--- src/hdl/fpu_ss_isa_pkg.sv ---
// -------------------------------------------------------------------------
// Encodings of the instructions that the offload subsystem decodes.
// Only the single-precision sign injections, the two register moves and
// word-sized FLW/FSW are covered. Every other encoding is rejected.
// -------------------------------------------------------------------------
`default_nettype none

package fpu_ss_isa_pkg;

  // Data path and register file geometry
  localparam int unsigned XLEN     = 32;
  localparam int unsigned NUM_FPR  = 32;
  localparam int unsigned SIGN_BIT = 31;

  typedef logic [XLEN-1:0] word_t;
  typedef logic [4:0]      reg_addr_t;
  typedef logic [31:0]     instr_t;

  // Instruction field types
  typedef logic [6:0] opcode_t;
  typedef logic [6:0] funct7_t;
  typedef logic [2:0] funct3_t;

  // -------------------------------------------------------------------------
  // Major opcodes
  // -------------------------------------------------------------------------
  localparam opcode_t OPC_OP_FP    = 7'b1010011;
  localparam opcode_t OPC_LOAD_FP  = 7'b0000111;
  localparam opcode_t OPC_STORE_FP = 7'b0100111;

  // Function codes under OP-FP
  localparam funct7_t F7_FSGNJ   = 7'b0010000;
  localparam funct7_t F7_FMV_X_W = 7'b1110000;
  localparam funct7_t F7_FMV_W_X = 7'b1111000;

  localparam funct3_t F3_SGNJ  = 3'b000;
  localparam funct3_t F3_SGNJN = 3'b001;
  localparam funct3_t F3_SGNJX = 3'b010;
  // Moves use a zero funct3
  localparam funct3_t F3_MV    = 3'b000;
  // Width code of FLW and FSW
  localparam funct3_t F3_WORD  = 3'b010;

  // Operations known to the execute stage
  localparam int unsigned NUM_OPS = 7;

  typedef enum logic [2:0] {
    OP_SGNJ,
    OP_SGNJN,
    OP_SGNJX,
    OP_MV_XW,
    OP_MV_WX,
    OP_LOAD,
    OP_STORE
  } fp_op_e;

endpackage

`default_nettype wire

--- src/hdl/fpu_ss_bus_pkg.sv ---
// -------------------------------------------------------------------------
// Port and stage transfer structs of the offload subsystem.
// Ids are 4 bits wide and are only carried through, never checked.
// -------------------------------------------------------------------------
`default_nettype none

package fpu_ss_bus_pkg;

  localparam int unsigned ID_WIDTH = 4;

  typedef logic [ID_WIDTH-1:0] id_t;

  // -------------------------------------------------------------------------
  // Core side
  // -------------------------------------------------------------------------
  typedef struct packed {
    fpu_ss_isa_pkg::instr_t instr;
    fpu_ss_isa_pkg::word_t  rs1;
    fpu_ss_isa_pkg::word_t  rs2;
    id_t                    id;
  } issue_req_t;

  typedef struct packed {
    logic accept;
    logic writeback;
    logic loadstore;
  } issue_resp_t;

  typedef struct packed {
    fpu_ss_isa_pkg::word_t addr;
    fpu_ss_isa_pkg::word_t wdata;
    logic                  we;
    id_t                   id;
  } mem_req_t;

  typedef struct packed {
    fpu_ss_isa_pkg::word_t rdata;
    id_t                   id;
  } mem_result_t;

  // Integer destination result
  typedef struct packed {
    fpu_ss_isa_pkg::word_t     data;
    fpu_ss_isa_pkg::reg_addr_t rd;
    id_t                       id;
    logic                      we;
  } result_t;

  // -------------------------------------------------------------------------
  // Internal stages
  // -------------------------------------------------------------------------
  typedef struct packed {
    logic                      valid;
    fpu_ss_isa_pkg::fp_op_e    op;
    fpu_ss_isa_pkg::reg_addr_t rs1;
    fpu_ss_isa_pkg::reg_addr_t rs2;
    fpu_ss_isa_pkg::reg_addr_t rd;
    fpu_ss_isa_pkg::word_t     offset;
    logic                      rd_is_fp;
  } dec_op_t;

  typedef struct packed {
    logic                      valid;
    id_t                       id;
    fpu_ss_isa_pkg::reg_addr_t rd;
    fpu_ss_isa_pkg::word_t     data;
    logic                      rd_is_fp;
  } ex_q_t;

  typedef struct packed {
    logic                      we;
    fpu_ss_isa_pkg::reg_addr_t waddr;
    fpu_ss_isa_pkg::word_t     wdata;
  } fpr_wb_t;

endpackage

`default_nettype wire

--- src/hdl/fpu_ss_decoder.sv ---
// -------------------------------------------------------------------------
// Combinational decode of one offered instruction.
// The accept response depends on the instruction word alone. The decoded
// operation is marked valid only while the core offers it.
// -------------------------------------------------------------------------
`timescale 1ns/10ps
`default_nettype none

module fpu_ss_decoder (
  input  fpu_ss_isa_pkg::instr_t      instr_i,
  input  logic                        issue_valid_i,
  output fpu_ss_bus_pkg::dec_op_t     dec_o,
  output fpu_ss_bus_pkg::issue_resp_t resp_o
);

  import fpu_ss_isa_pkg::*;

  opcode_t             opcode;
  funct7_t             funct7;
  funct3_t             funct3;
  reg_addr_t           rs2;
  logic                is_op_fp;
  logic                accept;
  logic [NUM_OPS-1:0]  match;
  fp_op_e              op_sel;
  word_t               imm_i;
  word_t               imm_s;

  assign opcode = instr_i[6:0];
  assign funct3 = instr_i[14:12];
  assign funct7 = instr_i[31:25];
  assign rs2    = instr_i[24:20];

  assign is_op_fp = (opcode == OPC_OP_FP);

  // One match line per supported operation
  assign match[OP_SGNJ]  = is_op_fp && (funct7 == F7_FSGNJ) && (funct3 == F3_SGNJ);
  assign match[OP_SGNJN] = is_op_fp && (funct7 == F7_FSGNJ) && (funct3 == F3_SGNJN);
  assign match[OP_SGNJX] = is_op_fp && (funct7 == F7_FSGNJ) && (funct3 == F3_SGNJX);
  assign match[OP_MV_XW] = is_op_fp && (funct7 == F7_FMV_X_W) && (funct3 == F3_MV)
                           && (rs2 == '0);
  assign match[OP_MV_WX] = is_op_fp && (funct7 == F7_FMV_W_X) && (funct3 == F3_MV)
                           && (rs2 == '0);
  assign match[OP_LOAD]  = (opcode == OPC_LOAD_FP) && (funct3 == F3_WORD);
  assign match[OP_STORE] = (opcode == OPC_STORE_FP) && (funct3 == F3_WORD);

  assign accept = |match;

  // Sign-extended I-type and S-type offsets
  assign imm_i = {{(XLEN-12){instr_i[31]}}, instr_i[31:20]};
  assign imm_s = {{(XLEN-12){instr_i[31]}}, instr_i[31:25], instr_i[11:7]};

  always_comb begin
    op_sel = OP_SGNJ;
    for (int i = 0; i < NUM_OPS; i++) begin
      if (match[i]) begin
        op_sel = fp_op_e'(i);
      end
    end
  end

  assign dec_o.valid    = issue_valid_i & accept;
  assign dec_o.op       = op_sel;
  assign dec_o.rs1      = instr_i[19:15];
  assign dec_o.rs2      = rs2;
  assign dec_o.rd       = instr_i[11:7];
  assign dec_o.offset   = match[OP_STORE] ? imm_s : imm_i;
  assign dec_o.rd_is_fp = match[OP_SGNJ] | match[OP_SGNJN] | match[OP_SGNJX]
                        | match[OP_MV_WX] | match[OP_LOAD];

  // Only FMV.X.W writes an integer register
  assign resp_o.accept    = accept;
  assign resp_o.writeback = match[OP_MV_XW];
  assign resp_o.loadstore = match[OP_LOAD] | match[OP_STORE];

  // Encodings must not overlap
  always_comb begin
    if (issue_valid_i) begin
      assert final ($onehot0(match))
        else $error("decoder: several operations match one instruction");
    end
  end

endmodule

`default_nettype wire

--- src/hdl/fpu_ss_regfile.sv ---
// -------------------------------------------------------------------------
// Floating-point register file, two asynchronous reads and one write.
// A read of the register written in the same cycle returns the old value.
// -------------------------------------------------------------------------
`timescale 1ns/10ps
`default_nettype none

module fpu_ss_regfile (
  input  logic                      clk_i,
  input  logic                      rst_n_i,
  input  fpu_ss_isa_pkg::reg_addr_t raddr_a_i,
  input  fpu_ss_isa_pkg::reg_addr_t raddr_b_i,
  output fpu_ss_isa_pkg::word_t     rdata_a_o,
  output fpu_ss_isa_pkg::word_t     rdata_b_o,
  input  fpu_ss_bus_pkg::fpr_wb_t   wb_i
);

  import fpu_ss_isa_pkg::*;

  word_t regs_q [NUM_FPR];

  always_ff @(posedge clk_i or negedge rst_n_i) begin
    if (!rst_n_i) begin
      for (int i = 0; i < NUM_FPR; i++) begin
        regs_q[i] <= '0;
      end
    end else if (wb_i.we) begin
      regs_q[wb_i.waddr] <= wb_i.wdata;
    end
  end

  assign rdata_a_o = regs_q[raddr_a_i];
  assign rdata_b_o = regs_q[raddr_b_i];

endmodule

`default_nettype wire

--- src/hdl/fpu_ss_execute.sv ---
// -------------------------------------------------------------------------
// Operand read with forwarding, sign injection, moves and the memory
// request. Only the execute register is forwarded. Load data reaches the
// register file before any dependent instruction can issue.
// -------------------------------------------------------------------------
`timescale 1ns/10ps
`default_nettype none

module fpu_ss_execute (
  input  logic                       clk_i,
  input  logic                       rst_n_i,
  input  logic                       issue_valid_i,
  input  fpu_ss_bus_pkg::issue_req_t issue_req_i,
  input  fpu_ss_bus_pkg::dec_op_t    dec_i,
  input  logic                       stall_i,
  input  fpu_ss_bus_pkg::fpr_wb_t    wb_i,
  output logic                       issue_ready_o,
  output fpu_ss_bus_pkg::ex_q_t      ex_q_o,
  output logic                       mem_valid_o,
  input  logic                       mem_ready_i,
  output fpu_ss_bus_pkg::mem_req_t   mem_req_o
);

  import fpu_ss_isa_pkg::*;
  import fpu_ss_bus_pkg::*;

  word_t    fpr_a;
  word_t    fpr_b;
  word_t    op_a;
  word_t    op_b;
  word_t    ex_data;
  logic     issue_fire;
  logic     is_mem;
  logic     mem_start;
  ex_q_t    ex_q;
  logic     mem_valid_q;
  mem_req_t mem_req_q;

  assign issue_ready_o = ~stall_i & ~mem_valid_q;
  assign issue_fire    = issue_valid_i & issue_ready_o;
  assign is_mem        = (dec_i.op == OP_LOAD) || (dec_i.op == OP_STORE);
  assign mem_start     = issue_fire & dec_i.valid & is_mem;

  fpu_ss_regfile i_regfile (
    .clk_i     (clk_i),
    .rst_n_i   (rst_n_i),
    .raddr_a_i (dec_i.rs1),
    .raddr_b_i (dec_i.rs2),
    .rdata_a_o (fpr_a),
    .rdata_b_o (fpr_b),
    .wb_i      (wb_i)
  );

  // The execute register writes back one edge after capture
  always_comb begin
    op_a = fpr_a;
    op_b = fpr_b;
    if (ex_q.valid && ex_q.rd_is_fp && (ex_q.rd == dec_i.rs1)) begin
      op_a = ex_q.data;
    end
    if (ex_q.valid && ex_q.rd_is_fp && (ex_q.rd == dec_i.rs2)) begin
      op_b = ex_q.data;
    end
  end

  // -------------------------------------------------------------------------
  // Sign injection and moves
  // -------------------------------------------------------------------------
  always_comb begin
    ex_data = op_a;
    case (dec_i.op)
      OP_SGNJ:  ex_data[SIGN_BIT] = op_b[SIGN_BIT];
      OP_SGNJN: ex_data[SIGN_BIT] = ~op_b[SIGN_BIT];
      OP_SGNJX: ex_data[SIGN_BIT] = op_a[SIGN_BIT] ^ op_b[SIGN_BIT];
      OP_MV_WX: ex_data = issue_req_i.rs1;
      // FMV.X.W passes rs1 unchanged
      default:  ex_data = op_a;
    endcase
  end

  // rd is kept for memory ops too, the pending load picks it up
  always_ff @(posedge clk_i or negedge rst_n_i) begin
    if (!rst_n_i) begin
      ex_q <= '0;
    end else begin
      ex_q.valid <= issue_fire & dec_i.valid & ~is_mem;
      if (issue_fire) begin
        ex_q.id       <= issue_req_i.id;
        ex_q.rd       <= dec_i.rd;
        ex_q.data     <= ex_data;
        ex_q.rd_is_fp <= dec_i.rd_is_fp;
      end
    end
  end

  assign ex_q_o = ex_q;

  // -------------------------------------------------------------------------
  // Memory request
  // -------------------------------------------------------------------------
  always_ff @(posedge clk_i or negedge rst_n_i) begin
    if (!rst_n_i) begin
      mem_valid_q <= 1'b0;
    end else if (mem_start) begin
      mem_valid_q <= 1'b1;
    end else if (mem_ready_i) begin
      mem_valid_q <= 1'b0;
    end
  end

  always_ff @(posedge clk_i) begin
    if (mem_start) begin
      mem_req_q.addr  <= issue_req_i.rs1 + dec_i.offset;
      mem_req_q.wdata <= op_b;
      mem_req_q.we    <= (dec_i.op == OP_STORE);
      mem_req_q.id    <= issue_req_i.id;
    end
  end

  assign mem_valid_o = mem_valid_q;
  assign mem_req_o   = mem_req_q;

  a_mem_req_hold: assert property (@(posedge clk_i) disable iff (!rst_n_i)
    mem_valid_o && !mem_ready_i |=> mem_valid_o && $stable(mem_req_o))
    else $error("execute: memory request changed before handshake");

endmodule

`default_nettype wire

--- src/hdl/fpu_ss_result.sv ---
// -------------------------------------------------------------------------
// Result port hold, pending load record and register write select.
// Assumes at most one load in flight and a load result strictly after
// its request handshake.
// -------------------------------------------------------------------------
`timescale 1ns/10ps
`default_nettype none

module fpu_ss_result (
  input  logic                        clk_i,
  input  logic                        rst_n_i,
  input  fpu_ss_bus_pkg::ex_q_t       ex_q_i,
  input  logic                        mem_fire_i,
  input  fpu_ss_bus_pkg::mem_req_t    mem_req_i,
  input  logic                        mem_result_valid_i,
  input  fpu_ss_bus_pkg::mem_result_t mem_result_i,
  input  logic                        result_ready_i,
  output logic                        result_valid_o,
  output fpu_ss_bus_pkg::result_t     result_o,
  output fpu_ss_bus_pkg::fpr_wb_t     wb_o,
  output logic                        stall_o
);

  import fpu_ss_isa_pkg::*;
  import fpu_ss_bus_pkg::*;

  logic      ex_int;
  result_t   ex_res;
  logic      hold_q;
  result_t   hold_res_q;
  logic      load_pend_q;
  reg_addr_t load_rd_q;

  // -------------------------------------------------------------------------
  // Integer result port
  // -------------------------------------------------------------------------
  assign ex_int = ex_q_i.valid & ~ex_q_i.rd_is_fp;

  assign ex_res.data = ex_q_i.data;
  assign ex_res.rd   = ex_q_i.rd;
  assign ex_res.id   = ex_q_i.id;
  assign ex_res.we   = 1'b1;

  // ex_q lives one cycle, a refused result moves into the hold register
  always_ff @(posedge clk_i or negedge rst_n_i) begin
    if (!rst_n_i) begin
      hold_q <= 1'b0;
    end else begin
      hold_q <= result_valid_o & ~result_ready_i;
    end
  end

  always_ff @(posedge clk_i) begin
    if (ex_int && !hold_q) begin
      hold_res_q <= ex_res;
    end
  end

  assign result_valid_o = ex_int | hold_q;
  assign result_o       = hold_q ? hold_res_q : ex_res;

  // -------------------------------------------------------------------------
  // Pending load
  // -------------------------------------------------------------------------
  always_ff @(posedge clk_i or negedge rst_n_i) begin
    if (!rst_n_i) begin
      load_pend_q <= 1'b0;
    end else if (mem_fire_i && !mem_req_i.we) begin
      load_pend_q <= 1'b1;
    end else if (mem_result_valid_i) begin
      load_pend_q <= 1'b0;
    end
  end

  // No issue while the request waits, so ex_q still holds the load's rd
  always_ff @(posedge clk_i) begin
    if (mem_fire_i && !mem_req_i.we) begin
      load_rd_q <= ex_q_i.rd;
    end
  end

  assign stall_o = (result_valid_o & ~result_ready_i) | load_pend_q;

  // Register write, load data first
  always_comb begin
    wb_o.we    = ex_q_i.valid & ex_q_i.rd_is_fp;
    wb_o.waddr = ex_q_i.rd;
    wb_o.wdata = ex_q_i.data;
    if (mem_result_valid_i) begin
      wb_o.we    = 1'b1;
      wb_o.waddr = load_rd_q;
      wb_o.wdata = mem_result_i.rdata;
    end
  end

  a_load_pending: assert property (@(posedge clk_i) disable iff (!rst_n_i)
    mem_result_valid_i |-> load_pend_q)
    else $error("result: memory result without a pending load");

  a_wb_collision: assert property (@(posedge clk_i) disable iff (!rst_n_i)
    !(mem_result_valid_i && ex_q_i.valid && ex_q_i.rd_is_fp))
    else $error("result: load data and execute result write together");

endmodule

`default_nettype wire

--- src/hdl/fpu_ss_top.sv ---
// -------------------------------------------------------------------------
// Floating-point offload subsystem beside an integer core.
// One instruction in execute and at most one memory access at a time.
// No exceptions, no commit interface and no FP CSR.
// -------------------------------------------------------------------------
`timescale 1ns/10ps
`default_nettype none

module fpu_ss_top (
  input  logic                        clk_i,
  input  logic                        rst_n_i,
  // Issue
  input  logic                        issue_valid_i,
  output logic                        issue_ready_o,
  input  fpu_ss_bus_pkg::issue_req_t  issue_req_i,
  output fpu_ss_bus_pkg::issue_resp_t issue_resp_o,
  // Memory request and result
  output logic                        mem_valid_o,
  input  logic                        mem_ready_i,
  output fpu_ss_bus_pkg::mem_req_t    mem_req_o,
  input  logic                        mem_result_valid_i,
  input  fpu_ss_bus_pkg::mem_result_t mem_result_i,
  // Integer result
  output logic                        result_valid_o,
  input  logic                        result_ready_i,
  output fpu_ss_bus_pkg::result_t     result_o
);

  import fpu_ss_bus_pkg::*;

  dec_op_t dec_op;
  ex_q_t   ex_q;
  fpr_wb_t fpr_wb;
  logic    stall;
  logic    mem_fire;

  assign mem_fire = mem_valid_o & mem_ready_i;

  fpu_ss_decoder i_decoder (
    .instr_i       (issue_req_i.instr),
    .issue_valid_i (issue_valid_i),
    .dec_o         (dec_op),
    .resp_o        (issue_resp_o)
  );

  fpu_ss_execute i_execute (
    .clk_i         (clk_i),
    .rst_n_i       (rst_n_i),
    .issue_valid_i (issue_valid_i),
    .issue_req_i   (issue_req_i),
    .dec_i         (dec_op),
    .stall_i       (stall),
    .wb_i          (fpr_wb),
    .issue_ready_o (issue_ready_o),
    .ex_q_o        (ex_q),
    .mem_valid_o   (mem_valid_o),
    .mem_ready_i   (mem_ready_i),
    .mem_req_o     (mem_req_o)
  );

  fpu_ss_result i_result (
    .clk_i              (clk_i),
    .rst_n_i            (rst_n_i),
    .ex_q_i             (ex_q),
    .mem_fire_i         (mem_fire),
    .mem_req_i          (mem_req_o),
    .mem_result_valid_i (mem_result_valid_i),
    .mem_result_i       (mem_result_i),
    .result_ready_i     (result_ready_i),
    .result_valid_o     (result_valid_o),
    .result_o           (result_o),
    .wb_o               (fpr_wb),
    .stall_o            (stall)
  );

endmodule

`default_nettype wire

--- config.mk ---
export PLATFORM = sky130hd
export DESIGN_NAME = fpu_ss_top
export DESIGN_NICKNAME = d
export VERILOG_FILES = /design/src/hdl/fpu_ss_isa_pkg.sv /design/src/hdl/fpu_ss_bus_pkg.sv /design/src/hdl/fpu_ss_decoder.sv /design/src/hdl/fpu_ss_regfile.sv /design/src/hdl/fpu_ss_execute.sv /design/src/hdl/fpu_ss_result.sv /design/src/hdl/fpu_ss_top.sv
export SDC_FILE = /design/constraint.sdc
export NUM_CORES = 2
export LEC_CHECK = 0
export BUFFER_PORTS_ARGS = -buffer_cell sky130_fd_sc_hd__buf_2
export CELL_PAD_IN_SITES_DETAIL_PLACEMENT = 0
export CELL_PAD_IN_SITES_GLOBAL_PLACEMENT = 1
export CORE_MARGIN = 4
export CORE_UTILIZATION = 34
export DETAILED_ROUTE_END_ITERATION = 8
export HOLD_SLACK_MARGIN = 0.02
export PLACE_DENSITY = 0.67
export SYNTH_ARGS = -nofsm -noshare
export SYNTH_HDL_FRONTEND = slang
export SYNTH_HIERARCHICAL = 1
export SYNTH_SLANG_ARGS = --single-unit
--- constraint.sdc ---
create_clock -name clk_i -period 3.88 [get_ports clk_i]
set_input_delay 0.582 -clock clk_i [delete_from_list [all_inputs] [get_ports clk_i]]
set_output_delay 0.582 -clock clk_i [all_outputs]
set_load 0.01 [all_outputs]
==> reports/results.tsv <==
metric	value	unit
outcome	finished clean	
placed cell count	7827	
Post-CTS Resized	0	
Post-synth ARST share	90.3	%
Worst-Margin Slew	1.17	ns
Fill cells	18455	
Critical Path Sink Type	flop	
worst hold path class	input pin to flop	
reg2reg end	i_execute/i_regfile/regs_q[1010]	
GR Overflow Total	0	
Gate Count Post-Synth	5376	
Critical R2R Launch	i_execute/ex_q_o[35]	
kind of critical path	input pin to flop	
Pwr per Cell Area	533	nW/um2
area leader, netlist	dfrtp_1	
share of power burned in combinational logic	22.7	%
hold buffer count at CTS	11	
Psw	11.8	mW
final core utilization	38.5	%
Tmin final	3.22	ns
TritonRoute pass-1 iters	5	
CP arrival	3.75	ns
share of cells above drive strength 1	33.1	%
Critical Path Start Type	input pin	
clock skew	0.0261	ns
most frequent cells after synthesis	dfrtp_1, mux2_2, mux2i_1, nand2_1, a21oi_1	
Slew headroom	21.7	%
HPWL after DPL	137000	um
EDFF count, synth	115	
Die W	448	um
number of buffers created by CTS	131	
Multi-input gate area	32500	um2
Synth area leaders	dfrtp_1, mux2_2, mux2i_1, edfxtp_1, a22oi_1	
Int Power	27.6	mW
Starting DRT DRC Count	3656	
Tcrit/Tclk final	83.0	%
worst setup path endpoint	i_execute/mem_req_o[65]	
Critical Path RT	4.41	ns
largest net degree at the start of global routing	118	
Final nets	5619	
crit path launch	issue_req_i[71]	
clock share of power	31.8	%
YS warnings	6	
drt drc	0	
top cell type's share of synthesized area	40.8	%
FF+latch count, synth	1185	
Post-Syn Area per Cell	12.2	um2
Placer Congestion	0.846	
Synth Net Count	5550	
Seq pwr share	45.5	%
Overall Power	39.4	mW
port bufs	221	
Top FF cell, synth	dfrtp_1	
H-tree depth	4	
FF/Latch Area	30200	um2
Sink Count	1185	
max-cap violations	0	
R2R Setup Slk	0.91	ns
DR WL/cell	26.9	um
layout overhead on the synthesized area	12.7	%
starting density of the core	34.1	%
num rows	161	
DR vias	45742	
Worst-Skew Late Latency	0.80	ns
count of cell types in the netlist	76	
Slew Limit Fails	0	
Setup Viol. Count Final	0	
most common cell in the synthesized netlist	dfrtp_1	
TritonCTS clock tree	done	
fin area	74000	um2
Die Y	448	um
drt via density	5.66	
postcts setup bufs	0	
worst reg2reg path depth	5	
CP Max Fanout	6	
Final ANT Viol Nets	0	
first-pass GRT wire length	318000	um
core area	192000	um2
Leak	34.0	nW
initial antenna violation count	14	
Ports	259	
Switching Fraction	30.0	%
DRT Wirelength	218000	um
Reg clk slew, reported paths	0.06	ns
Placed Area	69600	um2
achievable clock frequency	311	MHz
peak supply drop	0.501	mV
final hold vios	0	
DIE AREA	200000	um2
Non-Filler Instances	8076	
CTS max path bufs	3	
mapped cell area	65700	um2
gr usage total	21.2	%
RSZ-0062 raised after global routing	false	
Seq/Total Area, Yosys	46.0	%
root buffer cell	clkbuf_16	
number of global-route vias before repair	45657	
-- worst min path at each step --
stage | startpoint | to | slack, ns | depth (start not counted)
finish | mem_ready_i | i_execute/mem_valid_o | 0.09 | 3
global route | mem_ready_i | i_execute/mem_valid_o | 0.08 | 3
detailed placement | i_execute/ex_q_o[39] | i_result/hold_res_q[2] | 0.47 | 0
floorplan | rst_n_i | i_execute/ex_q_o[0] | 0.29 | 0
CTS | mem_ready_i | i_execute/mem_valid_o | 0.04 | 3
global placement | i_execute/ex_q_o[39] | i_result/hold_res_q[2] | 0.46 | 0
-- power groups by stage --
stage / sequential, mW / clock, mW / combinational, mW
final: 17.9 / 12.6 / 8.95
after floorplan: 17.4 / 0 / 6.76
after CTS: 17.8 / 12.8 / 8.94
after global placement: 17.8 / 0 / 8.69
after global routing: 18.3 / 13.3 / 9.77
after detailed placement: 18.1 / 0 / 8.89
-- state kept, by name, summed over array words and instances (netlist names) --
name,cells
i_execute/i_regfile/regs_q,1024
i_execute/mem_req_o,69
i_execute/ex_q_o,43
i_result/hold_res_q,41
i_result/load_rd_q,5
i_execute/mem_valid_o,1
i_result/hold_q,1
i_result/load_pend_q,1
-- worst max-delay path, cell delays in order --
cell and delay, ns:
buf_2 0.10, nand4bb_4 0.24, nor3_4 0.24, nand2_4 0.13
mux2_4 0.32, ha_1 0.36, a21oi_1 0.11, o211a_1 0.22
o31a_1 0.35, nor4_2 0.60, o311ai_2 0.18, nand2b_1 0.12
a21oi_2 0.06, xnor2_1 0.12
-- layout by cell type (no fill, tap or decap), types with 13 or more instances in the layout --
cell type	instances
dfrtp_1	1069
mux2_2	1041
mux2i_1	1026
a21oi_1	258
nand2_1	246
buf_2	218
nand3_1	203
a22oi_1	192
buf_4	160
clkbuf_16	132
a22o_1	128
edfxtp_1	115
nor3_1	69
a31oi_1	68
buf_12	66
mux2_4	61
nor2_1	44
mux2_1	37
o22ai_1	32
clkbuf_8	31
ha_1	31
clkbuf_1	29
xnor2_1	28
nor2_4	19
nand2_2	18
o21ai_0	16
inv_1	14
clkinv_2	13
-- routing by layer --
layer	vias up	global-route usage (%)	part of all wire, %
li1	20007	-	-
met1	23970	29.0	44
met2	1427	34.4	47
met3	328	3.54	5.9
met4	10	6.40	3.0
met5	-	0	0.030
-- final cells by class --
type / count / share of cell area, %
inverter: 14 / 0.0710
tap: 2526 / 4.27
clock inverter: 43 / 0.602
multi-input combinational: 3655 / 43.9
timing repair buffer: 458 / 5.09
sequential: 1185 / 40.8
antenna: 3 / 0.0101
clock buffer: 192 / 5.18
-- cell families after synthesis --
logic type	Yosys count	share of synthesized area, %
mux	2165	35.5
flops	1185	46.0
compound gates	740	7.59
simple gates	676	5.07
buf+inv	536	4.62
xor+xnor	40	0.533
fa+ha+maj	33	0.636
other cells	1	0.00571
-- through the flow --
step	worst slack, ns	TNS, ns	hold WS (ns)
final	0.660	0	0.0878
after global routing	0.496	0	0.0787
after CTS	0.719	0	0.0375
after detailed placement	-0.118	-0.570	0.467
after global placement	-0.129	-0.554	0.461
after floorplan	0.240	0	0.286
Note: power is estimated with default switching activity, not from simulation.
